File: src/resp_bank_macros.svh
// Fixed sizes of the response bank: identifiers, cells, addresses, counters and payload
`ifndef RESP_BANK_MACROS_SVH
`define RESP_BANK_MACROS_SVH

// Number of AXI write identifiers, each with its own queue
`define RB_NUM_IDS 4

// Width of an AXI identifier
`define RB_ID_W 2

// Number of cells in the shared pool
`define RB_DEPTH 8

// Width of a cell address, which doubles as the internal identifier
`define RB_ADDR_W 3

// Width of a per-identifier counter, wide enough to count every cell
`define RB_CNT_W 4

// Width of the stored payload, the AXI write response code
`define RB_PAYLOAD_W 2

`endif

File: src/resp_bank_pkg.sv
// Packed struct and vector types shared by the response bank RTL and its testbench
`include "resp_bank_macros.svh"

package resp_bank_pkg;

  // One write response, identifier in the upper bits and response code below it
  typedef struct packed {
    logic [`RB_ID_W-1:0]      id;
    logic [`RB_PAYLOAD_W-1:0] payload;
  } resp_t;

  // Reservation request with a one-hot identifier
  typedef struct packed {
    logic [`RB_NUM_IDS-1:0] id_onehot;
    logic                   valid;
  } rsv_req_t;

  // Write into the next-pointer table, linking addr to next
  typedef struct packed {
    logic                 en;
    logic [`RB_ADDR_W-1:0] addr;
    logic [`RB_ADDR_W-1:0] next;
  } link_wr_t;

  // Order from the output side to unlink the oldest filled cell of one identifier
  typedef struct packed {
    logic                en;
    logic [`RB_ID_W-1:0] id;
  } pop_req_t;

  // Write into the payload memory
  typedef struct packed {
    logic                     en;
    logic [`RB_ADDR_W-1:0]     addr;
    logic [`RB_PAYLOAD_W-1:0] payload;
  } store_wr_t;

  // One cell address and one counter per identifier
  typedef logic [`RB_NUM_IDS-1:0][`RB_ADDR_W-1:0] id_addr_vec_t;
  typedef logic [`RB_NUM_IDS-1:0][`RB_CNT_W-1:0]  id_cnt_vec_t;

endpackage

File: src/link_table.sv
// Next-pointer table with one write port and two combinational read ports
`include "resp_bank_macros.svh"

module link_table import resp_bank_pkg::*; (
  input  logic                  clk_i,
  input  logic                  rst_ni,
  input  link_wr_t              i_wr,
  input  logic [`RB_ADDR_W-1:0] i_fill_addr,
  input  logic [`RB_ADDR_W-1:0] i_pop_addr,
  output logic [`RB_ADDR_W-1:0] o_fill_next,
  output logic [`RB_ADDR_W-1:0] o_pop_next
);

  // Entry a holds the cell that follows cell a in its identifier's list
  logic [`RB_DEPTH-1:0][`RB_ADDR_W-1:0] next_q;

  //////////////////////
  // Write port
  //////////////////////

  // Written on reservation, from the previous last reserved cell to the new one
  always_ff @(posedge clk_i or negedge rst_ni) begin
    if (!rst_ni) begin
      next_q <= '0;
    end else if (i_wr.en) begin
      next_q[i_wr.addr] <= i_wr.next;
    end
  end

  //////////////////////
  // Read ports
  //////////////////////

  // Input side follows the link from the current fill pointer
  assign o_fill_next = next_q[i_fill_addr];

  // Output side follows the link from the current out pointer
  // Both reads are combinational so the pointers move in the same cycle
  assign o_pop_next = next_q[i_pop_addr];

endmodule

File: src/list_ctrl.sv
// Per-identifier list pointers and counters, reservation linking, input acceptance and pop
`include "resp_bank_macros.svh"

module list_ctrl import resp_bank_pkg::*; (
  input  logic                  clk_i,
  input  logic                  rst_ni,
  input  rsv_req_t              i_rsv,
  input  logic                  i_rsv_fire,
  input  logic [`RB_ADDR_W-1:0] i_rsv_addr,
  input  resp_t                 i_in_rsp,
  input  logic                  i_in_valid,
  output logic                  o_in_ready,
  input  pop_req_t              i_pop,
  output store_wr_t             o_store_wr,
  output id_addr_vec_t          o_out_ptrs,
  output id_cnt_vec_t           o_filled_cnt
);

  // Last reserved cell, next cell to take a response and oldest filled cell
  id_addr_vec_t last_q, last_d;
  id_addr_vec_t fill_q, fill_d;
  id_addr_vec_t out_q, out_d;

  // Reserved cells without a response, and cells holding one
  id_cnt_vec_t unfilled_q, unfilled_d;
  id_cnt_vec_t filled_q, filled_d;

  logic [`RB_NUM_IDS-1:0] in_hit;
  logic [`RB_NUM_IDS-1:0] in_take;
  logic [`RB_NUM_IDS-1:0] rsv_take;
  logic [`RB_NUM_IDS-1:0] pop_take;
  logic                   in_fire;
  logic [`RB_ADDR_W-1:0]  fill_next;
  logic [`RB_ADDR_W-1:0]  pop_next;
  link_wr_t               link_wr;

  //////////////////////
  // Event decoding
  //////////////////////

  always_comb begin
    for (int i = 0; i < `RB_NUM_IDS; i++) begin
      // A response is only taken when its identifier has an open reservation
      in_hit[i]   = (i_in_rsp.id == `RB_ID_W'(i)) && (unfilled_q[i] != '0);
      rsv_take[i] = i_rsv_fire && i_rsv.id_onehot[i];
      pop_take[i] = i_pop.en && (i_pop.id == `RB_ID_W'(i));
    end
  end

  // Ready looks at valid, as the controller side allows it
  assign o_in_ready = i_in_valid && |in_hit;
  assign in_fire    = i_in_valid && o_in_ready;
  assign in_take    = in_fire ? in_hit : '0;

  //////////////////////
  // Linking
  //////////////////////

  // Only a list that still holds cells gets a new link
  // A fresh list has no predecessor, and its stale last pointer may name another list's cell
  always_comb begin
    link_wr = '0;
    for (int i = 0; i < `RB_NUM_IDS; i++) begin
      if (rsv_take[i] && (unfilled_q[i] != '0 || filled_q[i] != '0)) begin
        link_wr.en   = 1'b1;
        link_wr.addr = last_q[i];
        link_wr.next = i_rsv_addr;
      end
    end
  end

  link_table i_link_table (
    .clk_i      (clk_i),
    .rst_ni     (rst_ni),
    .i_wr       (link_wr),
    .i_fill_addr(fill_q[i_in_rsp.id]),
    .i_pop_addr (out_q[i_pop.id]),
    .o_fill_next(fill_next),
    .o_pop_next (pop_next)
  );

  // The payload lands in the cell at the fill pointer of its identifier
  assign o_store_wr.en      = in_fire;
  assign o_store_wr.addr    = fill_q[i_in_rsp.id];
  assign o_store_wr.payload = i_in_rsp.payload;

  //////////////////////
  // Pointer update
  //////////////////////

  always_comb begin
    last_d     = last_q;
    fill_d     = fill_q;
    out_d      = out_q;
    unfilled_d = unfilled_q;
    filled_d   = filled_q;
    for (int i = 0; i < `RB_NUM_IDS; i++) begin
      if (rsv_take[i]) begin
        last_d[i] = i_rsv_addr;
      end
      unfilled_d[i] = unfilled_q[i] + `RB_CNT_W'(rsv_take[i]) - `RB_CNT_W'(in_take[i]);
      filled_d[i]   = filled_q[i] + `RB_CNT_W'(in_take[i]) - `RB_CNT_W'(pop_take[i]);

      // With no open reservation left, the new cell becomes the fill target directly
      // This also covers the link being written in this very cycle
      if (rsv_take[i] && (unfilled_q[i] == `RB_CNT_W'(in_take[i]))) begin
        fill_d[i] = i_rsv_addr;
      end else if (in_take[i]) begin
        fill_d[i] = fill_next;
      end

      // The first filled cell of an empty list is the new oldest one
      if (in_take[i] && (filled_q[i] == `RB_CNT_W'(pop_take[i]))) begin
        out_d[i] = fill_q[i];
      end else if (pop_take[i]) begin
        out_d[i] = pop_next;
      end
    end
  end

  always_ff @(posedge clk_i or negedge rst_ni) begin
    if (!rst_ni) begin
      last_q     <= '0;
      fill_q     <= '0;
      out_q      <= '0;
      unfilled_q <= '0;
      filled_q   <= '0;
    end else begin
      last_q     <= last_d;
      fill_q     <= fill_d;
      out_q      <= out_d;
      unfilled_q <= unfilled_d;
      filled_q   <= filled_d;
    end
  end

  assign o_out_ptrs   = out_q;
  assign o_filled_cnt = filled_q;

endmodule

File: src/payload_store.sv
// Payload memory with a write port and a registered read port
`include "resp_bank_macros.svh"

module payload_store import resp_bank_pkg::*; (
  input  logic                     clk_i,
  input  store_wr_t                i_wr,
  input  logic [`RB_ADDR_W-1:0]    i_rd_addr,
  output logic [`RB_PAYLOAD_W-1:0] o_rd_payload
);

  // One response code per cell
  logic [`RB_PAYLOAD_W-1:0] mem_q [`RB_DEPTH];

  // Read data register, follows the read address one cycle later
  logic [`RB_PAYLOAD_W-1:0] rd_q;

  //////////////////////
  // Write port
  //////////////////////

  // A cell is written once per occupancy, by the input handshake
  always_ff @(posedge clk_i) begin
    if (i_wr.en) begin
      mem_q[i_wr.addr] <= i_wr.payload;
    end
  end

  //////////////////////
  // Read port
  //////////////////////

  // Reading every cycle is fine
  // While the output stalls the address stays on a cell that cannot be rewritten
  always_ff @(posedge clk_i) begin
    rd_q <= mem_q[i_rd_addr];
  end

  assign o_rd_payload = rd_q;

endmodule

File: src/release_sel.sv
// Release-enable filtering, lowest-identifier arbitration and the output register
`include "resp_bank_macros.svh"

module release_sel import resp_bank_pkg::*; (
  input  logic                     clk_i,
  input  logic                     rst_ni,
  input  id_addr_vec_t             i_out_ptrs,
  input  id_cnt_vec_t              i_filled_cnt,
  input  logic [`RB_DEPTH-1:0]     i_release_en,
  input  logic                     i_out_ready,
  input  logic [`RB_PAYLOAD_W-1:0] i_rd_payload,
  output pop_req_t                 o_pop,
  output logic [`RB_ADDR_W-1:0]    o_rd_addr,
  output resp_t                    o_out_rsp,
  output logic                     o_out_valid,
  output logic                     o_out_fire,
  output logic [`RB_ADDR_W-1:0]    o_out_addr
);

  logic [`RB_NUM_IDS-1:0] eligible;
  logic                   win_any;
  logic [`RB_ID_W-1:0]    win_id;
  logic                   can_load;
  logic                   sel;

  // Output register holds identifier and cell, payload comes from the store
  logic                  valid_q;
  logic [`RB_ID_W-1:0]   id_q;
  logic [`RB_ADDR_W-1:0] addr_q;

  //////////////////////
  // Arbitration
  //////////////////////

  // Only the oldest filled cell of a list may leave, and only once released
  always_comb begin
    for (int i = 0; i < `RB_NUM_IDS; i++) begin
      eligible[i] = (i_filled_cnt[i] != '0) && i_release_en[i_out_ptrs[i]];
    end
  end

  // Scanning downwards leaves the lowest eligible identifier as winner
  always_comb begin
    win_any = 1'b0;
    win_id  = '0;
    for (int i = `RB_NUM_IDS - 1; i >= 0; i--) begin
      if (eligible[i]) begin
        win_any = 1'b1;
        win_id  = `RB_ID_W'(i);
      end
    end
  end

  // The register takes a new item when empty or being emptied this cycle
  assign o_out_fire = valid_q && i_out_ready;
  assign can_load   = !valid_q || i_out_ready;
  assign sel        = win_any && can_load;

  // Selection unlinks the cell from its list right away
  assign o_pop.en = sel;
  assign o_pop.id = win_id;

  // Without a selection the store keeps reading the cell already at the output
  assign o_rd_addr = sel ? i_out_ptrs[win_id] : addr_q;

  //////////////////////
  // Output register
  //////////////////////

  always_ff @(posedge clk_i or negedge rst_ni) begin
    if (!rst_ni) begin
      valid_q <= 1'b0;
      id_q    <= '0;
      addr_q  <= '0;
    end else begin
      if (can_load) begin
        valid_q <= sel;
      end
      if (sel) begin
        id_q   <= win_id;
        addr_q <= i_out_ptrs[win_id];
      end
    end
  end

  assign o_out_valid       = valid_q;
  assign o_out_rsp.id      = id_q;
  assign o_out_rsp.payload = i_rd_payload;
  assign o_out_addr        = addr_q;

endmodule

File: src/resp_bank_top.sv
// Response bank top level joining reservation, list control, payload memory and output side
`include "resp_bank_macros.svh"

module resp_bank_top import resp_bank_pkg::*; (
  input  logic                  clk_i,
  input  logic                  rst_ni,
  // Reservation side
  input  rsv_req_t              i_rsv,
  output logic                  o_rsv_ready,
  output logic [`RB_ADDR_W-1:0] o_rsv_iid,
  // Responses from the real controller
  input  resp_t                 i_in_rsp,
  input  logic                  i_in_valid,
  output logic                  o_in_ready,
  // Releaser
  input  logic [`RB_DEPTH-1:0]  i_release_en,
  output logic [`RB_DEPTH-1:0]  o_released_onehot,
  // Requester
  output resp_t                 o_out_rsp,
  output logic                  o_out_valid,
  input  logic                  i_out_ready
);

  logic                     rsv_fire;
  store_wr_t                store_wr;
  id_addr_vec_t             out_ptrs;
  id_cnt_vec_t              filled_cnt;
  pop_req_t                 pop;
  logic [`RB_ADDR_W-1:0]    rd_addr;
  logic [`RB_PAYLOAD_W-1:0] rd_payload;
  logic                     out_fire;
  logic [`RB_ADDR_W-1:0]    out_addr;

  //////////////////////
  // Input side
  //////////////////////

  slot_allocator i_slot_allocator (
    .clk_i            (clk_i),
    .rst_ni           (rst_ni),
    .i_rsv            (i_rsv),
    .i_out_fire       (out_fire),
    .i_out_addr       (out_addr),
    .o_rsv_ready      (o_rsv_ready),
    .o_rsv_iid        (o_rsv_iid),
    .o_rsv_fire       (rsv_fire),
    .o_released_onehot(o_released_onehot)
  );

  // The reserved address is the lowest free one shown on o_rsv_iid
  list_ctrl i_list_ctrl (
    .clk_i       (clk_i),
    .rst_ni      (rst_ni),
    .i_rsv       (i_rsv),
    .i_rsv_fire  (rsv_fire),
    .i_rsv_addr  (o_rsv_iid),
    .i_in_rsp    (i_in_rsp),
    .i_in_valid  (i_in_valid),
    .o_in_ready  (o_in_ready),
    .i_pop       (pop),
    .o_store_wr  (store_wr),
    .o_out_ptrs  (out_ptrs),
    .o_filled_cnt(filled_cnt)
  );

  //////////////////////
  // Output side
  //////////////////////

  payload_store i_payload_store (
    .clk_i       (clk_i),
    .i_wr        (store_wr),
    .i_rd_addr   (rd_addr),
    .o_rd_payload(rd_payload)
  );

  release_sel i_release_sel (
    .clk_i       (clk_i),
    .rst_ni      (rst_ni),
    .i_out_ptrs  (out_ptrs),
    .i_filled_cnt(filled_cnt),
    .i_release_en(i_release_en),
    .i_out_ready (i_out_ready),
    .i_rd_payload(rd_payload),
    .o_pop       (pop),
    .o_rd_addr   (rd_addr),
    .o_out_rsp   (o_out_rsp),
    .o_out_valid (o_out_valid),
    .o_out_fire  (out_fire),
    .o_out_addr  (out_addr)
  );

endmodule

File: src/slot_allocator.sv
// Cell valid bits, lowest free address search, reservation ready and one-hot release report
`include "resp_bank_macros.svh"

module slot_allocator import resp_bank_pkg::*; (
  input  logic                  clk_i,
  input  logic                  rst_ni,
  input  rsv_req_t              i_rsv,
  input  logic                  i_out_fire,
  input  logic [`RB_ADDR_W-1:0] i_out_addr,
  output logic                  o_rsv_ready,
  output logic [`RB_ADDR_W-1:0] o_rsv_iid,
  output logic                  o_rsv_fire,
  output logic [`RB_DEPTH-1:0]  o_released_onehot
);

  // A set bit marks a cell that is reserved, filled or waiting at the output
  logic [`RB_DEPTH-1:0] valid_q;
  logic [`RB_DEPTH-1:0] valid_d;
  logic [`RB_DEPTH-1:0] rsv_mask;
  logic [`RB_DEPTH-1:0] out_mask;
  logic [`RB_ADDR_W-1:0] free_addr;

  //////////////////////
  // Free cell search
  //////////////////////

  // Scan from the top so the lowest clear bit is the last one written
  always_comb begin
    free_addr = '0;
    for (int a = `RB_DEPTH - 1; a >= 0; a--) begin
      if (!valid_q[a]) begin
        free_addr = `RB_ADDR_W'(a);
      end
    end
  end

  // Reservations are possible as long as one cell is still clear
  assign o_rsv_ready = ~&valid_q;
  assign o_rsv_iid   = free_addr;
  assign o_rsv_fire  = i_rsv.valid && o_rsv_ready;

  //////////////////////
  // Valid bit update
  //////////////////////

  // A reservation only hits a clear cell and a release only hits a set one
  assign rsv_mask = o_rsv_fire ? (`RB_DEPTH'(1) << free_addr) : '0;
  assign out_mask = i_out_fire ? (`RB_DEPTH'(1) << i_out_addr) : '0;
  assign valid_d  = (valid_q | rsv_mask) & ~out_mask;

  always_ff @(posedge clk_i or negedge rst_ni) begin
    if (!rst_ni) begin
      valid_q <= '0;
    end else begin
      valid_q <= valid_d;
    end
  end

  // The released cell is reported in the cycle of its output handshake
  assign o_released_onehot = out_mask;

endmodule

File: config.mk
export PLATFORM = sky130hd
export DESIGN_NAME = resp_bank_top
export DESIGN_NICKNAME = d
export VERILOG_FILES = /design/src/resp_bank_pkg.sv /design/src/link_table.sv /design/src/list_ctrl.sv /design/src/payload_store.sv /design/src/release_sel.sv /design/src/resp_bank_top.sv /design/src/slot_allocator.sv
export VERILOG_INCLUDE_DIRS = /design/src /design/src/src
export SDC_FILE = /design/constraint.sdc
export NUM_CORES = 1
export LEC_CHECK = 0
export BUFFER_PORTS_ARGS = -buffer_cell sky130_fd_sc_hd__clkbuf_2
export CAP_MARGIN = 20
export CORE_ASPECT_RATIO = 1.75
export CORE_MARGIN = 2
export CORE_UTILIZATION = 58
export DETAILED_ROUTE_END_ITERATION = 16
export PLACE_DENSITY = 0.88
export REMOVE_ABC_BUFFERS = 1
export SKIP_CTS_REPAIR_TIMING = 1
export SLEW_MARGIN = 5
export SYNTH_ARGS = -nofsm -noshare
export SYNTH_HDL_FRONTEND = slang
export SYNTH_SLANG_ARGS = --single-unit
File: constraint.sdc
create_clock -name clk_i -period 4.6 [get_ports clk_i]
set_input_delay 0.92 -clock clk_i [delete_from_list [all_inputs] [get_ports clk_i]]
set_output_delay 0.92 -clock clk_i [all_outputs]
set_load 0.005 [all_outputs]
==> results by group <==
Setup path
  • Crit path DAT: 4.26 ns
  • Cells along the critical path: clkbuf_2 > o211ai_1 > a21oi_1 > nor2b_1 > a22oi_1 > o21ai_0 > mux2i_1 > o41a_1 > nor3b_1 > mux2_2
  • Kind of cell adding the most delay to the critical path: compound AO/OA/AOI/OAI gates
  • Delay of the slowest cell on the worst path: 0.59 ns
  • Startpoint type of the worst setup path: primary input
  • Critical path class: in2reg
  • Sum of buffers and inverters on the critical path: 1
  • Maximum fanout encountered on the critical timing path: 18
  • Master of the slowest instance on the critical path: sky130_fd_sc_hd__nor3b_1
  • Element type at the critical path end: register
  • Required time of the critical path: 4.90 ns

Clocking
  • CTS tree: built
  • Total clock sinks: 124
  • CTS Buf Count: 17
  • Buffer depth of the longest clock path: 2
  • H-tree depth: 4
  • Clock slew at reported path FFs: 0.06 ns
  • CTS Root Buffer Type: sky130_fd_sc_hd__clkbuf_16
  • Clock insertion delay at the later pin of the skew report: 0.43 ns

Synthesis
  • Post-synthesis area per instance: 10.5 µm²
  • Number of enable flip-flop cells after synthesis: 16
  • Synth area leader: sky130_fd_sc_hd__dfrtp_1
  • Synth Flop Type: sky130_fd_sc_hd__dfrtp_1
  • Instance count of the mapped netlist: 676
  • Post-synthesis instance area: 7070 µm²
  • Fraction of registers with async set/reset: 85.5%
  • Number of distinct standard cells referenced by the synthesized netlist: 56
  • Area fraction of the dominant cell type after synthesis: 37.5%
  • Cell types occupying the most area after synthesis: sky130_fd_sc_hd__dfrtp_1 (38%), sky130_fd_sc_hd__ha_1 (7.1%), sky130_fd_sc_hd__edfxtp_1 (6.8%)
  • Yosys reg bits: 124
  • Sequential element share of the synthesized area: 44.9%
  • Number of warnings printed during yosys synthesis: 0

Cells and area
  • Final nets: 794
  • Final-layout fill cell count: 848
  • Synthesis-to-finish area growth: 13.3%
  • Antenna Cells: 0
  • Layout Utilization: 67.1%
  • Leading cell type in the layout, fill and taps excluded: sky130_fd_sc_hd__dfrtp_1
  • Fraction of layout instances using a drive strength above 1: 16.7%
  • Flip-flop and latch area: 3170 µm²
  • Commonest cells after routing, fill and taps aside: sky130_fd_sc_hd__dfrtp_1 (106), sky130_fd_sc_hd__inv_1 (72), sky130_fd_sc_hd__nand2_1 (57)
  • Footprint of the multi-input gates: 3560 µm²

STA
  • Transition time at the pin with the least slew margin: 0.933 ns
  • Unrepaired setup endpoints after global routing: false
  • Setup violation total in the final timing report: 0
  • Tmin final: 3.95 ns
  • Number of endpoints with negative hold slack in the final report: 0
  • Largest clock skew in the final design: 0.00848 ns
  • Final setup TNS: 0 ns
  • Worst hold slack after final layout: 0.346 ns
  • Headroom to the max-slew limit: 36.9%
  • Maximum operating frequency: 253 MHz
  • Portion of the clock cycle consumed by the worst path in the final layout: 85.9%
  • Number of pins with negative max-slew slack in the final report: 0

Floorplan
  • I/O pin count: 39
  • Die boundary width: 87.5 µm
  • Effective utilization at floorplan: 59.2%
  • Core area: 11,900 µm²
  • Site row count: 53
  • Height of the die: 150 µm
  • Floorplan die area: 13,100 µm²

Routing
  • Total via count in the routed design: 5,619
  • First-pass DRT Iterations: 6
  • Iter 0 DRT Violations: 711
  • Final routed DRC violation total: 0
  • Wire length per cell: 20.2 µm
  • Routed Wire Length: 17,700 µm
  • Post-detailed-route via-to-cell ratio: 6.42
  • Number of nets still failing antenna checks after routing: 0

Global route
  • Global-route wire length before repair: 28,900 µm
  • Overall routing resource usage: 29.1%
  • Vias in the first global route: 5,864
  • Initial antenna violation count: 0
  • Largest net degree at the start of global routing: 84
  • Total grt overflow: 0

Power
  • Power density cells: 789 nW/µm²
  • Maximum vdd ir drop: 0.000394 V
  • Leakage component of the power: 3.83 nW

Placed design
  • Final weighted congestion in routability-driven placement: 0.897
  • DPL Wire Length: 13,100 µm
  • Count of buffers inserted at the top-level ports: 38

Flow run
  • # Max-Cap Violations: 0

Worst hold path
  • Worst hold path type: in2async

Status
  • Run status: finished, final reports clean
## stage by stage
step                      instance area (µm²)  instances  setup WS, ns  power [mW]
after global placement                   7410        842         0.646        4.72
final                                    8010        875         0.647        6.32
after CTS                                7980        874         0.730        6.28
after detailed placement                 7410        842         0.465        4.93
after floorplan                          7010        662          1.22        4.07
after global routing                     8010        875         0.528        6.74
## path summary, 6_finish.rpt
| kind | from | end | slack, ns | depth (start not counted) |
|---|---|---|---|---|
| max | i_rsv[0] | i_list_ctrl.i_link_table.next_q[19] | 0.65 | 10 |
| min reg2reg | i_list_ctrl.last_q[1] | i_list_ctrl.last_q[1] | 0.49 | 2 |
| min | rst_ni | i_list_ctrl.o_filled_cnt[9] | 0.35 | 1 |
| max in group asynchronous | rst_ni | i_list_ctrl.i_link_table.next_q[14] | 3.29 | 3 |
| max reg2reg | i_slot_allocator.valid_q[5] | i_list_ctrl.i_link_table.next_q[19] | 0.67 | 10 |
| min in group clk_i | i_list_ctrl.last_q[1] | i_list_ctrl.last_q[1] | 0.49 | 2 |
## layout make-up
| cell class | count | share of cell area, % |
|---|---|---|
| multi-input cells | 465 | 44.4 |
| clock buffers | 17 | 5.31 |
| well taps | 137 | 2.14 |
| inverters | 73 | 3.42 |
| clock inverters | 15 | 1.86 |
| flip-flops and latches | 124 | 39.6 |
| repair buffers | 44 | 3.22 |
## cell usage after synthesis, types with 3 or more instances
| library cell | count |
|---|---|
| sky130_fd_sc_hd__a221o_1 | 12 |
| sky130_fd_sc_hd__o22ai_1 | 3 |
| sky130_fd_sc_hd__edfxtp_1 | 16 |
| sky130_fd_sc_hd__nand2b_1 | 9 |
| sky130_fd_sc_hd__mux2i_1 | 27 |
| sky130_fd_sc_hd__a31oi_1 | 12 |
| sky130_fd_sc_hd__inv_1 | 72 |
| sky130_fd_sc_hd__and4_1 | 3 |
| sky130_fd_sc_hd__a22o_1 | 6 |
| sky130_fd_sc_hd__mux4_2 | 12 |
| sky130_fd_sc_hd__mux2_2 | 27 |
| sky130_fd_sc_hd__nand3_1 | 17 |
| sky130_fd_sc_hd__xor2_1 | 12 |
| sky130_fd_sc_hd__and3_1 | 28 |
| sky130_fd_sc_hd__nor3b_1 | 10 |
| sky130_fd_sc_hd__nand3b_1 | 4 |
| sky130_fd_sc_hd__a21oi_1 | 29 |
| sky130_fd_sc_hd__dfrtp_1 | 106 |
| sky130_fd_sc_hd__nor2_1 | 43 |
| sky130_fd_sc_hd__xnor2_1 | 4 |
| sky130_fd_sc_hd__fa_1 | 8 |
| sky130_fd_sc_hd__o21ai_0 | 40 |
| sky130_fd_sc_hd__nand2_1 | 57 |
| sky130_fd_sc_hd__a22oi_1 | 4 |
| sky130_fd_sc_hd__nor2b_1 | 7 |
| sky130_fd_sc_hd__a21o_1 | 8 |
| sky130_fd_sc_hd__and2_1 | 3 |
| sky130_fd_sc_hd__ha_1 | 40 |
| sky130_fd_sc_hd__nor3_1 | 7 |
| sky130_fd_sc_hd__clkbuf_1 | 11 |
## metal layers
layer	track usage, %	routed length [µm]	vias to the layer above
met1	31.9	6050	2702
met4	16.0	985	0
li1	-	-	2519
met2	51.1	9600	307
met3	6.18	1080	91
met5	0	0	-
## cell families (layout without fill, tap and decap cells)
family | Yosys count | count (layout) | share of synthesized area [%]
AO/OA/AOI/OAI | 131 | 131 | 12.2
XOR/XNOR | 16 | 16 | 1.98
adder cells (fa/ha/maj) | 48 | 48 | 9.34
buffers and inverters | 87 | 149 | 4.76
flip-flops | 124 | 124 | 44.9
multiplexers | 69 | 69 | 12.5
AND/OR/NAND/NOR | 201 | 201 | 14.3
## state kept, by name (all words and copies together) (netlist names)
| name | flops |
|---|---|
| i_payload_store.o_rd_payload | 2 |
| i_release_sel.o_out_addr | 3 |
| i_list_ctrl.o_filled_cnt | 16 |
| i_list_ctrl.i_link_table.next_q | 24 |
| i_payload_store.mem_q | 16 |
| i_list_ctrl.last_q | 12 |
| i_release_sel.id_q | 2 |
| i_release_sel.o_out_valid | 1 |
| i_list_ctrl.fill_q | 12 |
| i_list_ctrl.unfilled_q | 16 |
| i_slot_allocator.valid_q | 8 |
| i_list_ctrl.o_out_ptrs | 12 |
## where the power goes
| group | internal (mW) | total, mW | switching [mW] | leakage, nW |
|---|---|---|---|---|
| logic | 1.29 | 3.01 | 1.72 | 2.11 |
| registers | 1.60 | 2.01 | 0.402 | 1.45 |
| clock network | 0.792 | 1.30 | 0.508 | 0.274 |
Note: power is estimated with default switching activity, not from simulation.
